<file path="src/uart_pkg.sv">
package uart_pkg;

   // Frame layout: start, eight data bits LSB first, odd parity, stop.
   localparam int frame_bits = 11;
   localparam int data_bits  = 8;

   typedef logic [data_bits-1:0]  byte_t;
   typedef logic [15:0]           cmd_t;
   typedef logic [frame_bits-1:0] frame_t;
   typedef logic [3:0]            bit_idx_t;

   // Result of one received frame.
   typedef struct packed {
      byte_t data;
      logic  parity_ok;
      logic  stop_ok;
   } rx_result_t;

   typedef enum logic [1:0] {
      TX_IDLE,
      TX_SHIFT,
      TX_ACK
   } tx_state_t;

   typedef enum logic [2:0] {
      RX_IDLE,
      RX_START,
      RX_DATA,
      RX_REQ,
      RX_DONE
   } rx_state_t;

   typedef enum logic [2:0] {
      C_IDLE,
      C_LO,
      C_LO_GAP,
      C_HI,
      C_HI_END
   } ctrl_state_t;

endpackage

</file>
<file path="src/uart_tx_frame.sv">
`timescale 1ns/100ps

module uart_tx_frame import uart_pkg::*; #(
   parameter int clks_per_bit = 16
) (
   input  logic  clk,
   input  logic  rst_n,
   input  logic  tx_req,
   input  byte_t tx_byte,
   output logic  tx_ack,
   output logic  tx
);

   localparam int cnt_w = $clog2(clks_per_bit);

   typedef logic [cnt_w-1:0] cnt_t;

   localparam cnt_t     cnt_last = cnt_t'(clks_per_bit - 1);
   localparam cnt_t     cnt_ack  = cnt_t'(clks_per_bit - 2);
   localparam bit_idx_t stop_idx = bit_idx_t'(frame_bits - 1);

   tx_state_t state;
   cnt_t      cnt;
   bit_idx_t  bit_idx;
   frame_t    shreg;
   logic      load;
   logic      shift;

   // Stop is bit 10, parity bit 9, data bits 8 to 1, start bit 0.
   function automatic frame_t make_frame(byte_t b);
      return {1'b1, ~^b, b, 1'b0};
   endfunction

   assign load   = (state == TX_IDLE) && tx_req;
   assign shift  = (state == TX_SHIFT) && (cnt == cnt_last) && (bit_idx != stop_idx);
   assign tx_ack = (state == TX_ACK);

   always_ff @(posedge clk) begin
      if (load) begin
         shreg <= make_frame(tx_byte);
      end else if (shift) begin
         shreg <= {1'b1, shreg[frame_bits-1:1]};
      end
   end

   always_ff @(posedge clk or negedge rst_n) begin
      if (!rst_n) begin
         state   <= TX_IDLE;
         tx      <= 1'b1;
         cnt     <= '0;
         bit_idx <= '0;
      end else begin
         case (state)
            TX_IDLE: begin
               if (load) begin
                  tx      <= 1'b0;
                  cnt     <= '0;
                  bit_idx <= '0;
                  state   <= TX_SHIFT;
               end
            end
            TX_SHIFT: begin
               // Ack goes up one cycle early, so ctrl samples it as the stop bit ends.
               if ((bit_idx == stop_idx) && (cnt == cnt_ack)) begin
                  state <= TX_ACK;
               end else if (cnt == cnt_last) begin
                  cnt     <= '0;
                  bit_idx <= bit_idx + 1'b1;
                  tx      <= shreg[1];
               end else begin
                  cnt <= cnt + 1'b1;
               end
            end
            TX_ACK: begin
               tx <= 1'b1;
               if (!tx_req) begin
                  state <= TX_IDLE;
               end
            end
            default: state <= TX_IDLE;
         endcase
      end
   end

endmodule

</file>
<file path="src/uart_rx_frame.sv">
`timescale 1ns/100ps

module uart_rx_frame import uart_pkg::*; #(
   parameter int clks_per_bit = 16
) (
   input  logic       clk,
   input  logic       rst_n,
   input  logic       rx,
   output logic       rx_req,
   output rx_result_t rx_res,
   input  logic       rx_ack
);

   localparam int cnt_w = $clog2(clks_per_bit);

   typedef logic [cnt_w-1:0] cnt_t;

   localparam cnt_t     cnt_last = cnt_t'(clks_per_bit - 1);
   localparam cnt_t     cnt_half = cnt_t'(clks_per_bit / 2 - 1);
   localparam bit_idx_t stop_idx = bit_idx_t'(frame_bits - 1);

   rx_state_t            state;
   cnt_t                 cnt;
   bit_idx_t             bit_idx;
   logic                 rx_s1;
   logic                 rx_s2;
   logic [data_bits+1:0] shreg;
   logic [data_bits+1:0] shreg_nxt;
   logic                 sample;
   logic                 last_sample;

   // Data, parity and stop end up LSB first in the shift register.
   assign shreg_nxt   = {rx_s2, shreg[data_bits+1:1]};
   assign sample      = (state == RX_DATA) && (cnt == cnt_last);
   assign last_sample = sample && (bit_idx == stop_idx);
   assign rx_req      = (state == RX_REQ);

   always_ff @(posedge clk or negedge rst_n) begin
      if (!rst_n) begin
         rx_s1 <= 1'b1;
         rx_s2 <= 1'b1;
      end else begin
         rx_s1 <= rx;
         rx_s2 <= rx_s1;
      end
   end

   always_ff @(posedge clk) begin
      if (sample) begin
         shreg <= shreg_nxt;
      end
      if (last_sample) begin
         rx_res.data      <= shreg_nxt[data_bits-1:0];
         rx_res.parity_ok <= ^shreg_nxt[data_bits:0];
         rx_res.stop_ok   <= shreg_nxt[data_bits+1];
      end
   end

   always_ff @(posedge clk or negedge rst_n) begin
      if (!rst_n) begin
         state   <= RX_IDLE;
         cnt     <= '0;
         bit_idx <= '0;
      end else begin
         case (state)
            RX_IDLE: begin
               if (!rx_s2) begin
                  cnt   <= '0;
                  state <= RX_START;
               end
            end
            RX_START: begin
               // A start bit that is high again at its midpoint is a glitch.
               if (cnt == cnt_half) begin
                  cnt <= '0;
                  if (!rx_s2) begin
                     bit_idx <= bit_idx_t'(1);
                     state   <= RX_DATA;
                  end else begin
                     state <= RX_IDLE;
                  end
               end else begin
                  cnt <= cnt + 1'b1;
               end
            end
            RX_DATA: begin
               if (sample) begin
                  cnt <= '0;
                  if (last_sample) begin
                     state <= RX_REQ;
                  end else begin
                     bit_idx <= bit_idx + 1'b1;
                  end
               end else begin
                  cnt <= cnt + 1'b1;
               end
            end
            RX_REQ: begin
               if (rx_ack) begin
                  state <= RX_DONE;
               end
            end
            RX_DONE: begin
               if (!rx_ack) begin
                  state <= RX_IDLE;
               end
            end
            default: state <= RX_IDLE;
         endcase
      end
   end

endmodule

</file>
<file path="src/uart_ctrl.sv">
`timescale 1ns/100ps

module uart_ctrl import uart_pkg::*; (
   input  logic       clk,
   input  logic       rst_n,
   input  logic       cmd_vld,
   input  cmd_t       cmd,
   output logic       cmd_rdy,
   output logic       tx_req,
   output byte_t      tx_byte,
   input  logic       tx_ack,
   input  logic       rx_req,
   input  rx_result_t rx_res,
   output logic       rx_ack,
   output logic       read_rdy,
   output logic       read_err,
   output byte_t      read_data
);

   ctrl_state_t state;
   cmd_t        cmd_q;
   logic        rx_take;

   assign cmd_rdy = (state == C_IDLE);
   assign tx_req  = (state == C_LO) || (state == C_HI);
   assign tx_byte = (state == C_HI) ? cmd_q[15:8] : cmd_q[7:0];
   assign rx_take = rx_req && !rx_ack;

   always_ff @(posedge clk) begin
      if (cmd_rdy && cmd_vld) begin
         cmd_q <= cmd;
      end
      if (rx_take) begin
         read_data <= rx_res.data;
      end
   end

   // Low byte first, then high byte, each as one full req/ack cycle.
   always_ff @(posedge clk or negedge rst_n) begin
      if (!rst_n) begin
         state <= C_IDLE;
      end else begin
         case (state)
            C_IDLE:   if (cmd_vld) state <= C_LO;
            C_LO:     if (tx_ack) state <= C_LO_GAP;
            C_LO_GAP: if (!tx_ack) state <= C_HI;
            C_HI:     if (tx_ack) state <= C_HI_END;
            C_HI_END: if (!tx_ack) state <= C_IDLE;
            default:  state <= C_IDLE;
         endcase
      end
   end

   // Receive side runs on its own, one pulse per result.
   always_ff @(posedge clk or negedge rst_n) begin
      if (!rst_n) begin
         rx_ack   <= 1'b0;
         read_rdy <= 1'b0;
         read_err <= 1'b0;
      end else begin
         read_rdy <= 1'b0;
         read_err <= 1'b0;
         if (rx_take) begin
            rx_ack <= 1'b1;
            if (rx_res.parity_ok && rx_res.stop_ok) begin
               read_rdy <= 1'b1;
            end else begin
               read_err <= 1'b1;
            end
         end else if (!rx_req) begin
            rx_ack <= 1'b0;
         end
      end
   end

endmodule

</file>
<file path="src/uart_top.sv">
`timescale 1ns/100ps

module uart_top import uart_pkg::*; #(
   parameter int clks_per_bit = 16
) (
   input  logic  clk,
   input  logic  rst_n,
   input  logic  cmd_vld,
   input  cmd_t  cmd,
   output logic  cmd_rdy,
   input  logic  rx,
   output logic  tx,
   output logic  read_rdy,
   output byte_t read_data,
   output logic  read_err
);

   logic       tx_req;
   logic       tx_ack;
   byte_t      tx_byte;
   logic       rx_req;
   logic       rx_ack;
   rx_result_t rx_res;

   uart_ctrl u_ctrl (
      .clk       (clk),
      .rst_n     (rst_n),
      .cmd_vld   (cmd_vld),
      .cmd       (cmd),
      .cmd_rdy   (cmd_rdy),
      .tx_req    (tx_req),
      .tx_byte   (tx_byte),
      .tx_ack    (tx_ack),
      .rx_req    (rx_req),
      .rx_res    (rx_res),
      .rx_ack    (rx_ack),
      .read_rdy  (read_rdy),
      .read_err  (read_err),
      .read_data (read_data)
   );

   uart_tx_frame #(
      .clks_per_bit (clks_per_bit)
   ) u_tx_frame (
      .clk     (clk),
      .rst_n   (rst_n),
      .tx_req  (tx_req),
      .tx_byte (tx_byte),
      .tx_ack  (tx_ack),
      .tx      (tx)
   );

   uart_rx_frame #(
      .clks_per_bit (clks_per_bit)
   ) u_rx_frame (
      .clk    (clk),
      .rst_n  (rst_n),
      .rx     (rx),
      .rx_req (rx_req),
      .rx_res (rx_res),
      .rx_ack (rx_ack)
   );

endmodule

</file>
<file path="config.mk">
export PLATFORM = sky130hd
export DESIGN_NAME = uart_top
export DESIGN_NICKNAME = d
export VERILOG_FILES = /design/src/uart_pkg.sv /design/src/uart_tx_frame.sv /design/src/uart_rx_frame.sv /design/src/uart_ctrl.sv /design/src/uart_top.sv
export SDC_FILE = /design/constraint.sdc
export NUM_CORES = 1
export LEC_CHECK = 0
export BUFFER_PORTS_ARGS = -buffer_cell sky130_fd_sc_hd__buf_2
export CAP_MARGIN = 10
export CORE_UTILIZATION = 60
export DETAILED_ROUTE_END_ITERATION = 16
export PLACE_DENSITY = 0.8
export SETUP_SLACK_MARGIN = 0.05
export SKIP_LAST_GASP = 1
export SLEW_MARGIN = 0
export SYNTH_ARGS = -nofsm -noshare
export SYNTH_HDL_FRONTEND = slang
export SYNTH_SLANG_ARGS = --single-unit
</file>
<file path="constraint.sdc">
create_clock -name clk -period 5.7 [get_ports clk]
set_clock_uncertainty 0.2 [all_clocks]
set_input_delay 0.855 -clock clk [delete_from_list [all_inputs] [get_ports clk]]
set_output_delay 0.855 -clock clk [all_outputs]
set_load 0.01 [all_outputs]
</file>
==> results of run 1 <==
registers in the layout, indices dropped and copies added, names as in the netlist, 2 cells and up:
| register | cells |
|---|---|
| u_rx_frame.shreg | 9 |
| u_ctrl.read_data | 8 |
| u_tx_frame.shreg | 9 |
| u_tx_frame.cnt | 4 |
| u_rx_frame.cnt | 4 |
| u_tx_frame.bit_idx | 4 |
| u_ctrl.cmd_q | 16 |
| u_rx_frame.bit_idx | 4 |
| u_tx_frame.state | 2 |
| u_ctrl.state | 3 |
| u_rx_frame.rx_res | 10 |
| u_rx_frame.state | 3 |
final timing paths:
path | to | slack [ns] | cells past startpoint | startpoint
setup / recovery | cmd_rdy | 3.42 | 2 | u_ctrl.state[2]$_DFFE_PN0P_
hold / removal | u_rx_frame.rx_s2$_DFF_PN1_ | 0.17 | 0 | u_rx_frame.rx_s1$_DFF_PN1_
setup reg to reg | u_rx_frame.bit_idx[3]$_DFFE_PN0P_ | 3.46 | 5 | u_rx_frame.state[1]$_DFFE_PN0P_
hold reg to reg | u_rx_frame.rx_s2$_DFF_PN1_ | 0.17 | 0 | u_rx_frame.rx_s1$_DFF_PN1_
max in group asynchronous | u_ctrl.read_rdy$_DFF_PN0_ | 4.56 | 1 | rst_n
min in group asynchronous | u_tx_frame.bit_idx[2]$_DFFE_PN0P_ | 0.31 | 1 | rst_n
through the flow:
| step | setup slack, ns | utilization | power (mW) |
|---|---|---|---|
| floorplan | 3.659 | - | 1.200 |
| detailed placement | 3.460 | 0.6586 | 1.319 |
| global placement | 3.518 | 0.6586 | 1.294 |
| global route | 3.271 | 0.6930 | 1.841 |
| finish | 3.416 | 0.6930 | 1.724 |
| CTS | 3.419 | 0.6930 | 1.738 |
power breakdown:
part           total [mW]  switching [mW]  internal, mW
clock               0.418           0.241         0.177
sequential          0.852          0.0817         0.771
combinational       0.453           0.261         0.192
total                1.72           0.584          1.14
layout make-up:
class                           instances  area share
Inverter                               10    0.009202
Sequential cell                        82      0.5678
Clock buffer                            9     0.03037
Tap cell                               75     0.02301
Multi-Input combinational cell        185      0.3123
Timing Repair Buffer                   31     0.03804
Clock inverter                          7     0.01933
worst max-delay path, stage by stage (launching register included):
cell and delay, ns:
sky130_fd_sc_hd__dfrtp_1 0.45, sky130_fd_sc_hd__nor3_1 0.25, sky130_fd_sc_hd__buf_2 0.17
metal layers:
layer	vias up	part of all wire	GRT usage
met5	-	0	0
met4	0	0.011	0.06429
met3	8	0.032	0.06818
met2	27	0.50	0.3590
met1	1089	0.45	0.2811
li1	1107	-	-
cell usage in the layout (no fill, tap or decap), types with 3 or more instances in the layout:
cell type	Yosys	layout
sky130_fd_sc_hd__a211oi_1	5	5
sky130_fd_sc_hd__nor2_1	16	16
sky130_fd_sc_hd__xnor2_1	20	20
sky130_fd_sc_hd__mux2i_1	11	11
sky130_fd_sc_hd__dfstp_2	3	3
sky130_fd_sc_hd__buf_2	3	31
sky130_fd_sc_hd__inv_8	0	4
sky130_fd_sc_hd__nand3b_1	4	4
sky130_fd_sc_hd__ha_1	11	11
sky130_fd_sc_hd__o21ai_0	14	14
sky130_fd_sc_hd__nor2b_1	3	3
sky130_fd_sc_hd__a21oi_1	12	12
sky130_fd_sc_hd__nor3_1	4	4
sky130_fd_sc_hd__a21o_1	3	3
sky130_fd_sc_hd__nand3_1	9	9
sky130_fd_sc_hd__a22o_1	3	3
sky130_fd_sc_hd__and3_1	3	3
sky130_fd_sc_hd__clkbuf_8	0	9
sky130_fd_sc_hd__dfrtp_1	27	27
sky130_fd_sc_hd__inv_1	10	10
sky130_fd_sc_hd__xor2_1	7	7
sky130_fd_sc_hd__edfxtp_1	52	52
sky130_fd_sc_hd__o31ai_1	4	4
sky130_fd_sc_hd__nand2_1	23	23
logic make-up after synthesis:
| group | Yosys count | synth area share |
|---|---|---|
| xor gates and xnor gates | 27 | 0.06459 |
| buffers and inverters | 17 | 0.01948 |
| and+or+nand+nor | 80 | 0.1142 |
| AOI/OAI and AO/OA | 53 | 0.09228 |
| muxes | 14 | 0.03930 |
| adders and majority gates | 11 | 0.03759 |
| DFF | 82 | 0.6326 |
==> report_table.html, run 1 <==
<table>
<tr><th>Metric</th><th>Value</th></tr>
<tr><th colspan="2">Logic synthesis</th></tr>
<tr><td>Syn_area_per_cell</td><td>12.89 um^2</td></tr>
<tr><td>Area share of the leading cell type in the synthesized netlist</td><td>0.4265</td></tr>
<tr><td>Top cells by area, synth</td><td>sky130_fd_sc_hd__edfxtp_1, sky130_fd_sc_hd__dfrtp_1, sky130_fd_sc_hd__xnor2_1</td></tr>
<tr><td>Most used standard cell by instance count after synthesis</td><td>sky130_fd_sc_hd__edfxtp_1</td></tr>
<tr><td>Commonest register cell after synthesis</td><td>sky130_fd_sc_hd__edfxtp_1</td></tr>
<tr><td>Synth warnings</td><td>0</td></tr>
<tr><td>Flops &amp; latches, synth</td><td>82</td></tr>
<tr><td>Post-synthesis async set-or-reset flop share</td><td>0.3659</td></tr>
<tr><td>Syn_nets</td><td>around 320</td></tr>
<tr><td>Post-synth top area cell</td><td>sky130_fd_sc_hd__edfxtp_1</td></tr>
<tr><td>Register area share after synthesis</td><td>0.6326</td></tr>
<tr><td>Number of different library cells in the post-synthesis netlist</td><td>48</td></tr>
<tr><td>Most frequent cells after synthesis</td><td>sky130_fd_sc_hd__edfxtp_1, sky130_fd_sc_hd__dfrtp_1, sky130_fd_sc_hd__nand2_1</td></tr>
<tr><td>Number of standard cells after synthesis</td><td>284</td></tr>
<tr><td>Post-Syn Area</td><td>around 3700 um^2</td></tr>
<tr><td>Post-synth EDFFs</td><td>52</td></tr>
<tr><th colspan="2">Timing</th></tr>
<tr><td>Count of final max-slew check failures</td><td>0</td></tr>
<tr><td>Total setup violations reported at the end of the flow</td><td>0</td></tr>
<tr><td>Hold WS</td><td>approximately 0.17 ns</td></tr>
<tr><td>Maximum clock frequency</td><td>437.8 MHz</td></tr>
<tr><td>Tightest Pin Transition</td><td>1.142 ns</td></tr>
<tr><td>Slew headroom</td><td>0.2325</td></tr>
<tr><td>RSZ-0062 raised after global routing</td><td>no</td></tr>
<tr><td>Final Cycle Share</td><td>0.4007</td></tr>
<tr><td>Time the final worst path needs with I/O delays and setup</td><td>2.284 ns</td></tr>
<tr><td>Setup total negative slack</td><td>0 ns</td></tr>
<tr><td>Final Hold Viols</td><td>0</td></tr>
<tr><th colspan="2">Placement</th></tr>
<tr><td>Count of input and output buffers</td><td>31</td></tr>
<tr><td>Final GP Congestion</td><td>about 0.78</td></tr>
<tr><td>Inst Count DP</td><td>383</td></tr>
<tr><td>Estimated wirelength of the detail-placed design</td><td>4296 um</td></tr>
<tr><td>Post-Place Cell Area</td><td>3876 um^2</td></tr>
<tr><th colspan="2">Clock tree</th></tr>
<tr><td>Cell at the root of the clock tree</td><td>sky130_fd_sc_hd__clkbuf_8</td></tr>
<tr><td>Max Buffers Root-to-Sink</td><td>2</td></tr>
<tr><td>Num CTS Buffers</td><td>9</td></tr>
<tr><td>Clock slew seen by the registers of the worst setup and hold paths</td><td>0.10 ns</td></tr>
<tr><td>TritonCTS clock tree</td><td>built</td></tr>
<tr><td>Latest clock arrival within the worst-skew pair</td><td>0.36 ns</td></tr>
<tr><td>Clock Sinks</td><td>a little over 80</td></tr>
<tr><td>Post-cts resize count</td><td>0</td></tr>
<tr><td>Number of hold buffers added after CTS</td><td>0</td></tr>
<tr><td>Number of H-tree levels</td><td>3</td></tr>
<tr><td>Buffers inserted by post-CTS timing repair</td><td>0</td></tr>
<tr><th colspan="2">Global route</th></tr>
<tr><td>Via count of the first global-routing pass</td><td>2141</td></tr>
<tr><td>Antenna violations before repair</td><td>0</td></tr>
<tr><td>Largest net degree at the start of global routing</td><td>31</td></tr>
<tr><td>Aggregate global-route resource usage</td><td>0.2193</td></tr>
<tr><td>Wire length of the first global-routing pass</td><td>10330 um</td></tr>
<tr><td>Overall overflow remaining after global route</td><td>0</td></tr>
<tr><th colspan="2">Floorplanning</th></tr>
<tr><td>Core area</td><td>approximately 5900 um^2</td></tr>
<tr><td>Die extent in y</td><td>about 80 um</td></tr>
<tr><td>DIE WIDTH</td><td>roughly 80 um</td></tr>
<tr><td>Initial standard-cell utilization of the core</td><td>0.6220</td></tr>
<tr><td>Number of top-level pins</td><td>32</td></tr>
<tr><td>Total number of placement rows</td><td>28</td></tr>
<tr><td>Die outline area</td><td>between 6000 and 7000 um^2</td></tr>
<tr><th colspan="2">Routing</th></tr>
<tr><td>Wire length per cell</td><td>15.57 um</td></tr>
<tr><td>Final Routed Wirelength</td><td>slightly above 6000 um</td></tr>
<tr><td>First-pass detailed-route iteration total</td><td>4</td></tr>
<tr><td>Average vias per placed instance</td><td>5.591</td></tr>
<tr><td>DRC viols</td><td>0</td></tr>
<tr><td>Number of routed nets with antenna violations</td><td>0</td></tr>
<tr><td>Total via count after detailed routing</td><td>2231</td></tr>
<tr><td>Initial drt markers</td><td>128</td></tr>
<tr><th colspan="2">Finish</th></tr>
<tr><td>Fin area</td><td>4079 um^2</td></tr>
<tr><td>Area added between synthesis and finish</td><td>11.41%</td></tr>
<tr><td>Antenna diode count</td><td>0</td></tr>
<tr><td>Seq. cell area</td><td>2316 um^2</td></tr>
<tr><td>Area of the multi-input gates</td><td>1274 um^2</td></tr>
<tr><td>Nets@finish</td><td>350</td></tr>
<tr><td>Finished Layout Cells</td><td>399</td></tr>
<tr><td>Proportion of layout cells with a drive suffix above 1</td><td>0.1759</td></tr>
<tr><td>Number of filler instances in the final layout</td><td>411</td></tr>
<tr><th colspan="2">Status</th></tr>
<tr><td>Result of the run</td><td>finished, final reports clean</td></tr>
<tr><th colspan="2">Power</th></tr>
<tr><td>Worst vdd rail ir drop</td><td>around 0.27 mV</td></tr>
<tr><td>Total power divided by cell area</td><td>422.7 nW/um^2</td></tr>
<tr><td>Static power due to leakage</td><td>1.666 nW</td></tr>
<tr><th colspan="2">Setup path</th></tr>
<tr><td>Type of the worst setup path</td><td>flip-flop to primary output</td></tr>
<tr><td>Type of element capturing the critical path</td><td>primary output</td></tr>
<tr><td>Type of element launching the critical path</td><td>flip-flop</td></tr>
<tr><td>Required time reported for the critical path endpoint</td><td>4.64 ns</td></tr>
<tr><td>Worst endpoint data arrival time</td><td>about 1.2 ns</td></tr>
<tr><td>Maximum fanout encountered on the critical timing path</td><td>6</td></tr>
<tr><th colspan="2">Job</th></tr>
<tr><td>Maximum capacitance violations</td><td>0</td></tr>
<tr><th colspan="2">Min path</th></tr>
<tr><td>Hold crit path type</td><td>flip-flop to flip-flop</td></tr>
</table>
Note: power is estimated with default switching activity, not from simulation.
==> run 2: changes to the inputs <==
- ABC_AREA: default -> 1
- CORE_UTILIZATION: 60 -> 53
- PLACE_DENSITY: 0.8 -> 0.75
- clock period: 5.7 -> 2.1 ns (I/O delays scaled with it)
==> report_table.html, run 2 <==
<table>
<tr><th>Metric</th><th>Value</th></tr>
<tr><th colspan="2">Status</th></tr>
<tr><td>Result of the run</td><td>finished, final reports clean</td></tr>
<tr><th colspan="2">Floorplanning</th></tr>
<tr><td>Die outline area</td><td>7481 um^2 (+17%)</td></tr>
<tr><td>DIE WIDTH</td><td>86.49 um (+8.0%)</td></tr>
<tr><td>Die extent in y</td><td>86.49 um (+8.0%)</td></tr>
<tr><td>Number of top-level pins</td><td>32 (unchanged)</td></tr>
<tr><td>Initial standard-cell utilization of the core</td><td>0.5538 (-0.06818)</td></tr>
<tr><td>Core area</td><td>6832 um^2 (+16%)</td></tr>
<tr><td>Total number of placement rows</td><td>30 (+7.1%)</td></tr>
<tr><th colspan="2">Power</th></tr>
<tr><td>Total power divided by cell area</td><td>1236 nW/um^2 (+190%)</td></tr>
<tr><td>Switching power total</td><td>2.211 mW (+280%)</td></tr>
<tr><td>Share of total power in the clock network</td><td>0.204 (-0.039)</td></tr>
<tr><td>Fraction of power spent switching nets</td><td>0.3917 (+0.05284)</td></tr>
<tr><td>Cell-internal power</td><td>3.433 mW (+200%)</td></tr>
<tr><td>Worst vdd rail ir drop</td><td>0.6557 mV (+140%)</td></tr>
<tr><td>Static power due to leakage</td><td>2.071 nW (+24%)</td></tr>
<tr><td>Proportion of power drawn by flip-flops and latches</td><td>0.405 (-0.089)</td></tr>
<tr><td>Combinational share of power</td><td>0.391 (+0.128)</td></tr>
<tr><th colspan="2">Timing</th></tr>
<tr><td>Time the final worst path needs with I/O delays and setup</td><td>~1.9 ns</td></tr>
<tr><td>Setup total negative slack</td><td>0 ns (unchanged)</td></tr>
<tr><td>Total setup violations reported at the end of the flow</td><td>0 (unchanged)</td></tr>
<tr><td>RSZ-0062 raised after global routing</td><td>no</td></tr>
<tr><td>Hold WS</td><td>0.1690 ns (+0.0009380 ns)</td></tr>
<tr><td>Final Hold Viols</td><td>0 (unchanged)</td></tr>
<tr><td>Final Cycle Share</td><td>0.9083</td></tr>
<tr><td>Smallest setup slack after layout</td><td>0.1925 ns (-3.223 ns)</td></tr>
<tr><td>Slew headroom</td><td>0.5644 (+0.3319)</td></tr>
<tr><td>Maximum clock frequency</td><td>between 500 and 600 MHz</td></tr>
<tr><td>Count of final max-slew check failures</td><td>0 (unchanged)</td></tr>
<tr><td>Tightest Pin Transition</td><td>0.6534 ns (-0.4890 ns)</td></tr>
<tr><th colspan="2">Routing</th></tr>
<tr><td>Top routing layer in use</td><td>met4</td></tr>
<tr><td>Final Routed Wirelength</td><td>6924 um (+11%)</td></tr>
<tr><td>Wire length per cell</td><td>12.75 um (-18%)</td></tr>
<tr><td>Initial drt markers</td><td>196 (+53%)</td></tr>
<tr><td>Met3 wire len</td><td>266 um (+33%)</td></tr>
<tr><td>Total met2 wirelength after detailed routing</td><td>3405 um (+9.0%)</td></tr>
<tr><td>Number of routed nets with antenna violations</td><td>0 (unchanged)</td></tr>
<tr><td>First-pass detailed-route iteration total</td><td>4 (unchanged)</td></tr>
<tr><td>Total via count after detailed routing</td><td>2669 (+20%)</td></tr>
<tr><td>Metal-1 WL</td><td>3060 um (+8.7%)</td></tr>
<tr><td>Average vias per placed instance</td><td>4.915 (-12%)</td></tr>
<tr><td>DRC viols</td><td>0 (unchanged)</td></tr>
<tr><th colspan="2">Finish</th></tr>
<tr><td>Nets@finish</td><td>473 (+35%)</td></tr>
<tr><td>Largest registers</td><td>u_ctrl.cmd_q (16), u_rx_frame.rx_res (10)</td></tr>
<tr><td>Antenna diode count</td><td>0 (unchanged)</td></tr>
<tr><td>Proportion of layout cells with a drive suffix above 1</td><td>0.2058 (+0.02989)</td></tr>
<tr><td>Number of filler instances in the final layout</td><td>541 (+32%)</td></tr>
<tr><td>Number of flip-flops in the largest register</td><td>16 (unchanged)</td></tr>
<tr><td>Fin area</td><td>4564 um^2 (+12%)</td></tr>
<tr><td>Commonest non-fill, non-tap cell in the layout</td><td>sky130_fd_sc_hd__nand2_1</td></tr>
<tr><td>Most frequent cells in the layout</td><td>sky130_fd_sc_hd__nand2_1, sky130_fd_sc_hd__inv_1, sky130_fd_sc_hd__edfxtp_1</td></tr>
<tr><td>Finished Layout Cells</td><td>543 (+36%)</td></tr>
<tr><td>Register with the most flip-flops</td><td>u_ctrl.cmd_q</td></tr>
<tr><td>Area added between synthesis and finish</td><td>20.63%</td></tr>
<tr><th colspan="2">Logic synthesis</th></tr>
<tr><td>Number of different library cells in the post-synthesis netlist</td><td>29 (-40%)</td></tr>
<tr><td>Number of standard cells after synthesis</td><td>374 (+32%)</td></tr>
<tr><td>Commonest register cell after synthesis</td><td>sky130_fd_sc_hd__edfxtp_1</td></tr>
<tr><td>Post-synth top area cell</td><td>sky130_fd_sc_hd__edfxtp_1</td></tr>
<tr><td>Most used standard cell by instance count after synthesis</td><td>sky130_fd_sc_hd__nand2_1</td></tr>
<tr><td>Flops &amp; latches, synth</td><td>82 (unchanged)</td></tr>
<tr><td>Synth warnings</td><td>0 (unchanged)</td></tr>
<tr><td>Most frequent cells after synthesis</td><td>sky130_fd_sc_hd__nand2_1, sky130_fd_sc_hd__edfxtp_1, sky130_fd_sc_hd__inv_1</td></tr>
<tr><td>Syn_nets</td><td>405 (+29%)</td></tr>
<tr><td>Post-Syn Area</td><td>3784 um^2 (+3.3%)</td></tr>
<tr><td>Area share of the leading cell type in the synthesized netlist</td><td>0.4127 (-0.01382)</td></tr>
<tr><td>Post-synth EDFFs</td><td>52 (unchanged)</td></tr>
<tr><td>Post-synthesis async set-or-reset flop share</td><td>0.3659 (unchanged)</td></tr>
<tr><td>Top cells by area, synth</td><td>sky130_fd_sc_hd__edfxtp_1, sky130_fd_sc_hd__dfrtp_1, sky130_fd_sc_hd__nand2_1</td></tr>
<tr><td>Register area share after synthesis</td><td>0.6121 (-0.02050)</td></tr>
<tr><td>Syn_area_per_cell</td><td>10.12 um^2 (-22%)</td></tr>
<tr><th colspan="2">Global route</th></tr>
<tr><td>Overall overflow remaining after global route</td><td>0 (unchanged)</td></tr>
<tr><td>Largest net degree at the start of global routing</td><td>31 (unchanged)</td></tr>
<tr><td>Aggregate global-route resource usage</td><td>0.2009 (-0.01842)</td></tr>
<tr><td>Wire length of the first global-routing pass</td><td>11210 um (+8.5%)</td></tr>
<tr><td>Antenna violations before repair</td><td>0 (unchanged)</td></tr>
<tr><td>Via count of the first global-routing pass</td><td>2548 (+19%)</td></tr>
<tr><th colspan="2">Clock tree</th></tr>
<tr><td>Max Buffers Root-to-Sink</td><td>2 (unchanged)</td></tr>
<tr><td>Cell at the root of the clock tree</td><td>sky130_fd_sc_hd__clkbuf_8</td></tr>
<tr><td>Clock Sinks</td><td>82 (unchanged)</td></tr>
<tr><td>TritonCTS clock tree</td><td>built</td></tr>
<tr><td>Latest clock arrival within the worst-skew pair</td><td>0.35 ns (about the same)</td></tr>
<tr><td>Num CTS Buffers</td><td>9 (unchanged)</td></tr>
<tr><td>Number of H-tree levels</td><td>3 (unchanged)</td></tr>
<tr><td>Clock slew seen by the registers of the worst setup and hold paths</td><td>0.09 ns (about the same)</td></tr>
<tr><th colspan="2">Setup path</th></tr>
<tr><td>Type of element capturing the critical path</td><td>flip-flop</td></tr>
<tr><td>Type of element launching the critical path</td><td>flip-flop</td></tr>
<tr><td>Beginning of the critical path</td><td>u_tx_frame.state[1]$_DFFE_PN0P_</td></tr>
<tr><td>Worst reg2reg path startpoint</td><td>u_tx_frame.state[1]$_DFFE_PN0P_</td></tr>
<tr><td>Worst setup path endpoint</td><td>u_tx_frame.bit_idx[2]$_DFFE_PN0P_</td></tr>
<tr><td>Type of the worst setup path</td><td>flip-flop to flip-flop</td></tr>
<tr><td>Maximum fanout encountered on the critical timing path</td><td>7 (+1)</td></tr>
<tr><td>Required time reported for the critical path endpoint</td><td>2.13 ns (-2.51 ns)</td></tr>
<tr><td>Endpoint of the worst-slack reg-to-reg timing path</td><td>u_tx_frame.bit_idx[2]$_DFFE_PN0P_</td></tr>
<tr><td>Worst-case register-to-register setup slack</td><td>0.19 ns (-3.27 ns)</td></tr>
<tr><td>R2r worst-path depth</td><td>9 (+4)</td></tr>
<tr><td>Worst endpoint data arrival time</td><td>1.94 ns (+0.71 ns)</td></tr>
<tr><th colspan="2">Placement</th></tr>
<tr><td>Estimated wirelength of the detail-placed design</td><td>4804 um (+12%)</td></tr>
<tr><td>Final GP Congestion</td><td>0.8826 (+14%)</td></tr>
<tr><td>Setup slack at placement</td><td>0.07393 ns (-3.386 ns)</td></tr>
<tr><td>Inst Count DP</td><td>503 (+31%)</td></tr>
<tr><td>Count of input and output buffers</td><td>31 (unchanged)</td></tr>
<tr><td>Post-Place Cell Area</td><td>4081 um^2 (+5.3%)</td></tr>
<tr><th colspan="2">Min path</th></tr>
<tr><td>Hold crit path type</td><td>flip-flop to flip-flop</td></tr>
<tr><th colspan="2">Job</th></tr>
<tr><td>Maximum capacitance violations</td><td>0 (unchanged)</td></tr>
</table>
==> run 2: changes by cell type after synthesis, moves of 5 or more <==
cell	before	now
sky130_fd_sc_hd__nand2_1	23	109
sky130_fd_sc_hd__inv_1	10	52
sky130_fd_sc_hd__xnor2_1	20	4
sky130_fd_sc_hd__mux2i_1	11	0
sky130_fd_sc_hd__o22ai_1	2	10
sky130_fd_sc_hd__inv_2	0	7
sky130_fd_sc_hd__a211oi_1	5	0
sky130_fd_sc_hd__nand4_1	2	7
sky130_fd_sc_hd__o21ai_0	14	9
sky130_fd_sc_hd__o21ai_1	2	7
==> run 2: layout make-up <==
class                           count  area (um^2)  area share
Timing Repair Buffer               60        442.9     0.09704
Clock buffer                        9        123.9     0.02714
Sequential cell                    82         2318      0.5079
Tap cell                           96        120.1     0.02632
Clock inverter                      7        73.82     0.01617
Inverter                           59        224.0     0.04907
Multi-Input combinational cell    230         1261      0.2763
==> run 2: cell families (layout without fill, tap and decap cells) <==
family	count (synthesis)	after routing	share of synthesized area
DFF	82	82	0.6121
and+or+nand+nor	158	159	0.1812
adders and majority gates	11	11	0.03638
buffers and inverters	63	135	0.06647
xor gates and xnor gates	14	14	0.03241
AOI/OAI and AO/OA	46	46	0.07143
==> run 2: how the worst min path moves through the flow <==
stage	startpoint	to	slack [ns]	cells after the start
finish	u_rx_frame.rx_s1$_DFF_PN1_	u_rx_frame.rx_s2$_DFF_PN1_	0.17	0
CTS	u_rx_frame.rx_s1$_DFF_PN1_	u_rx_frame.rx_s2$_DFF_PN1_	0.17	0
floorplan	rst_n	u_ctrl.read_err$_DFF_PN0_	-0.18	0
global placement	u_rx_frame.rx_s1$_DFF_PN1_	u_rx_frame.rx_s2$_DFF_PN1_	0.15	0
global route	u_rx_frame.rx_s1$_DFF_PN1_	u_rx_frame.rx_s2$_DFF_PN1_	0.17	0
detailed placement	u_rx_frame.rx_s1$_DFF_PN1_	u_rx_frame.rx_s2$_DFF_PN1_	0.16	0
==> run 2: worst max-delay path, cell delays in order (launching register included) <==
cell and delay (ns):
sky130_fd_sc_hd__dfrtp_1 0.40, sky130_fd_sc_hd__inv_1 0.12, sky130_fd_sc_hd__ha_2 0.23, sky130_fd_sc_hd__inv_1 0.14, sky130_fd_sc_hd__o21ai_2 0.15, sky130_fd_sc_hd__nand2_2 0.11
sky130_fd_sc_hd__nor2_4 0.14, sky130_fd_sc_hd__nand2_1 0.08, sky130_fd_sc_hd__xor2_1 0.16, sky130_fd_sc_hd__a21oi_1 0.06
==> run 2: routing by layer <==
layer,vias to the layer above,GRT usage
li1,1367,-
met1,1238,0.2487
met2,46,0.3225
met3,18,0.05429
met4,0,0.1091
met5,-,0
==> run 2: what timing repair did <==
item                                   in CTS  in global routing
setup endpoints to repair                   1                 23
buffers inserted                            0                  5
hold buffers                               18                  0
cloned                                      0                  1
pin swaps                                   0                  0
resized for setup                           0                 10
endpoints found under the hold margin      44                  0
==> run 2: power groups by stage <==
| stage | registers (mW) | logic [mW] | clock network (mW) |
|---|---|---|---|
| 3_3_place_gp | 2.32 | 1.87 | 0 |
| 4_1_cts | 2.30 | 1.97 | 1.18 |
| 6_report | 2.28 | 2.21 | 1.15 |
| 3_5_place_dp | 2.33 | 1.94 | 0 |
| 5_1_grt | 2.31 | 2.51 | 1.25 |
| 2_1_floorplan | 2.27 | 1.56 | 0 |
==> run 2: stage by stage <==
step           utilization  total power [mW]
5_1_grt             0.6681             6.066
6_report            0.6681             5.643
2_1_floorplan            -             3.827
3_5_place_dp        0.5974             4.274
4_1_cts             0.6527             5.452
3_3_place_gp        0.5974             4.187
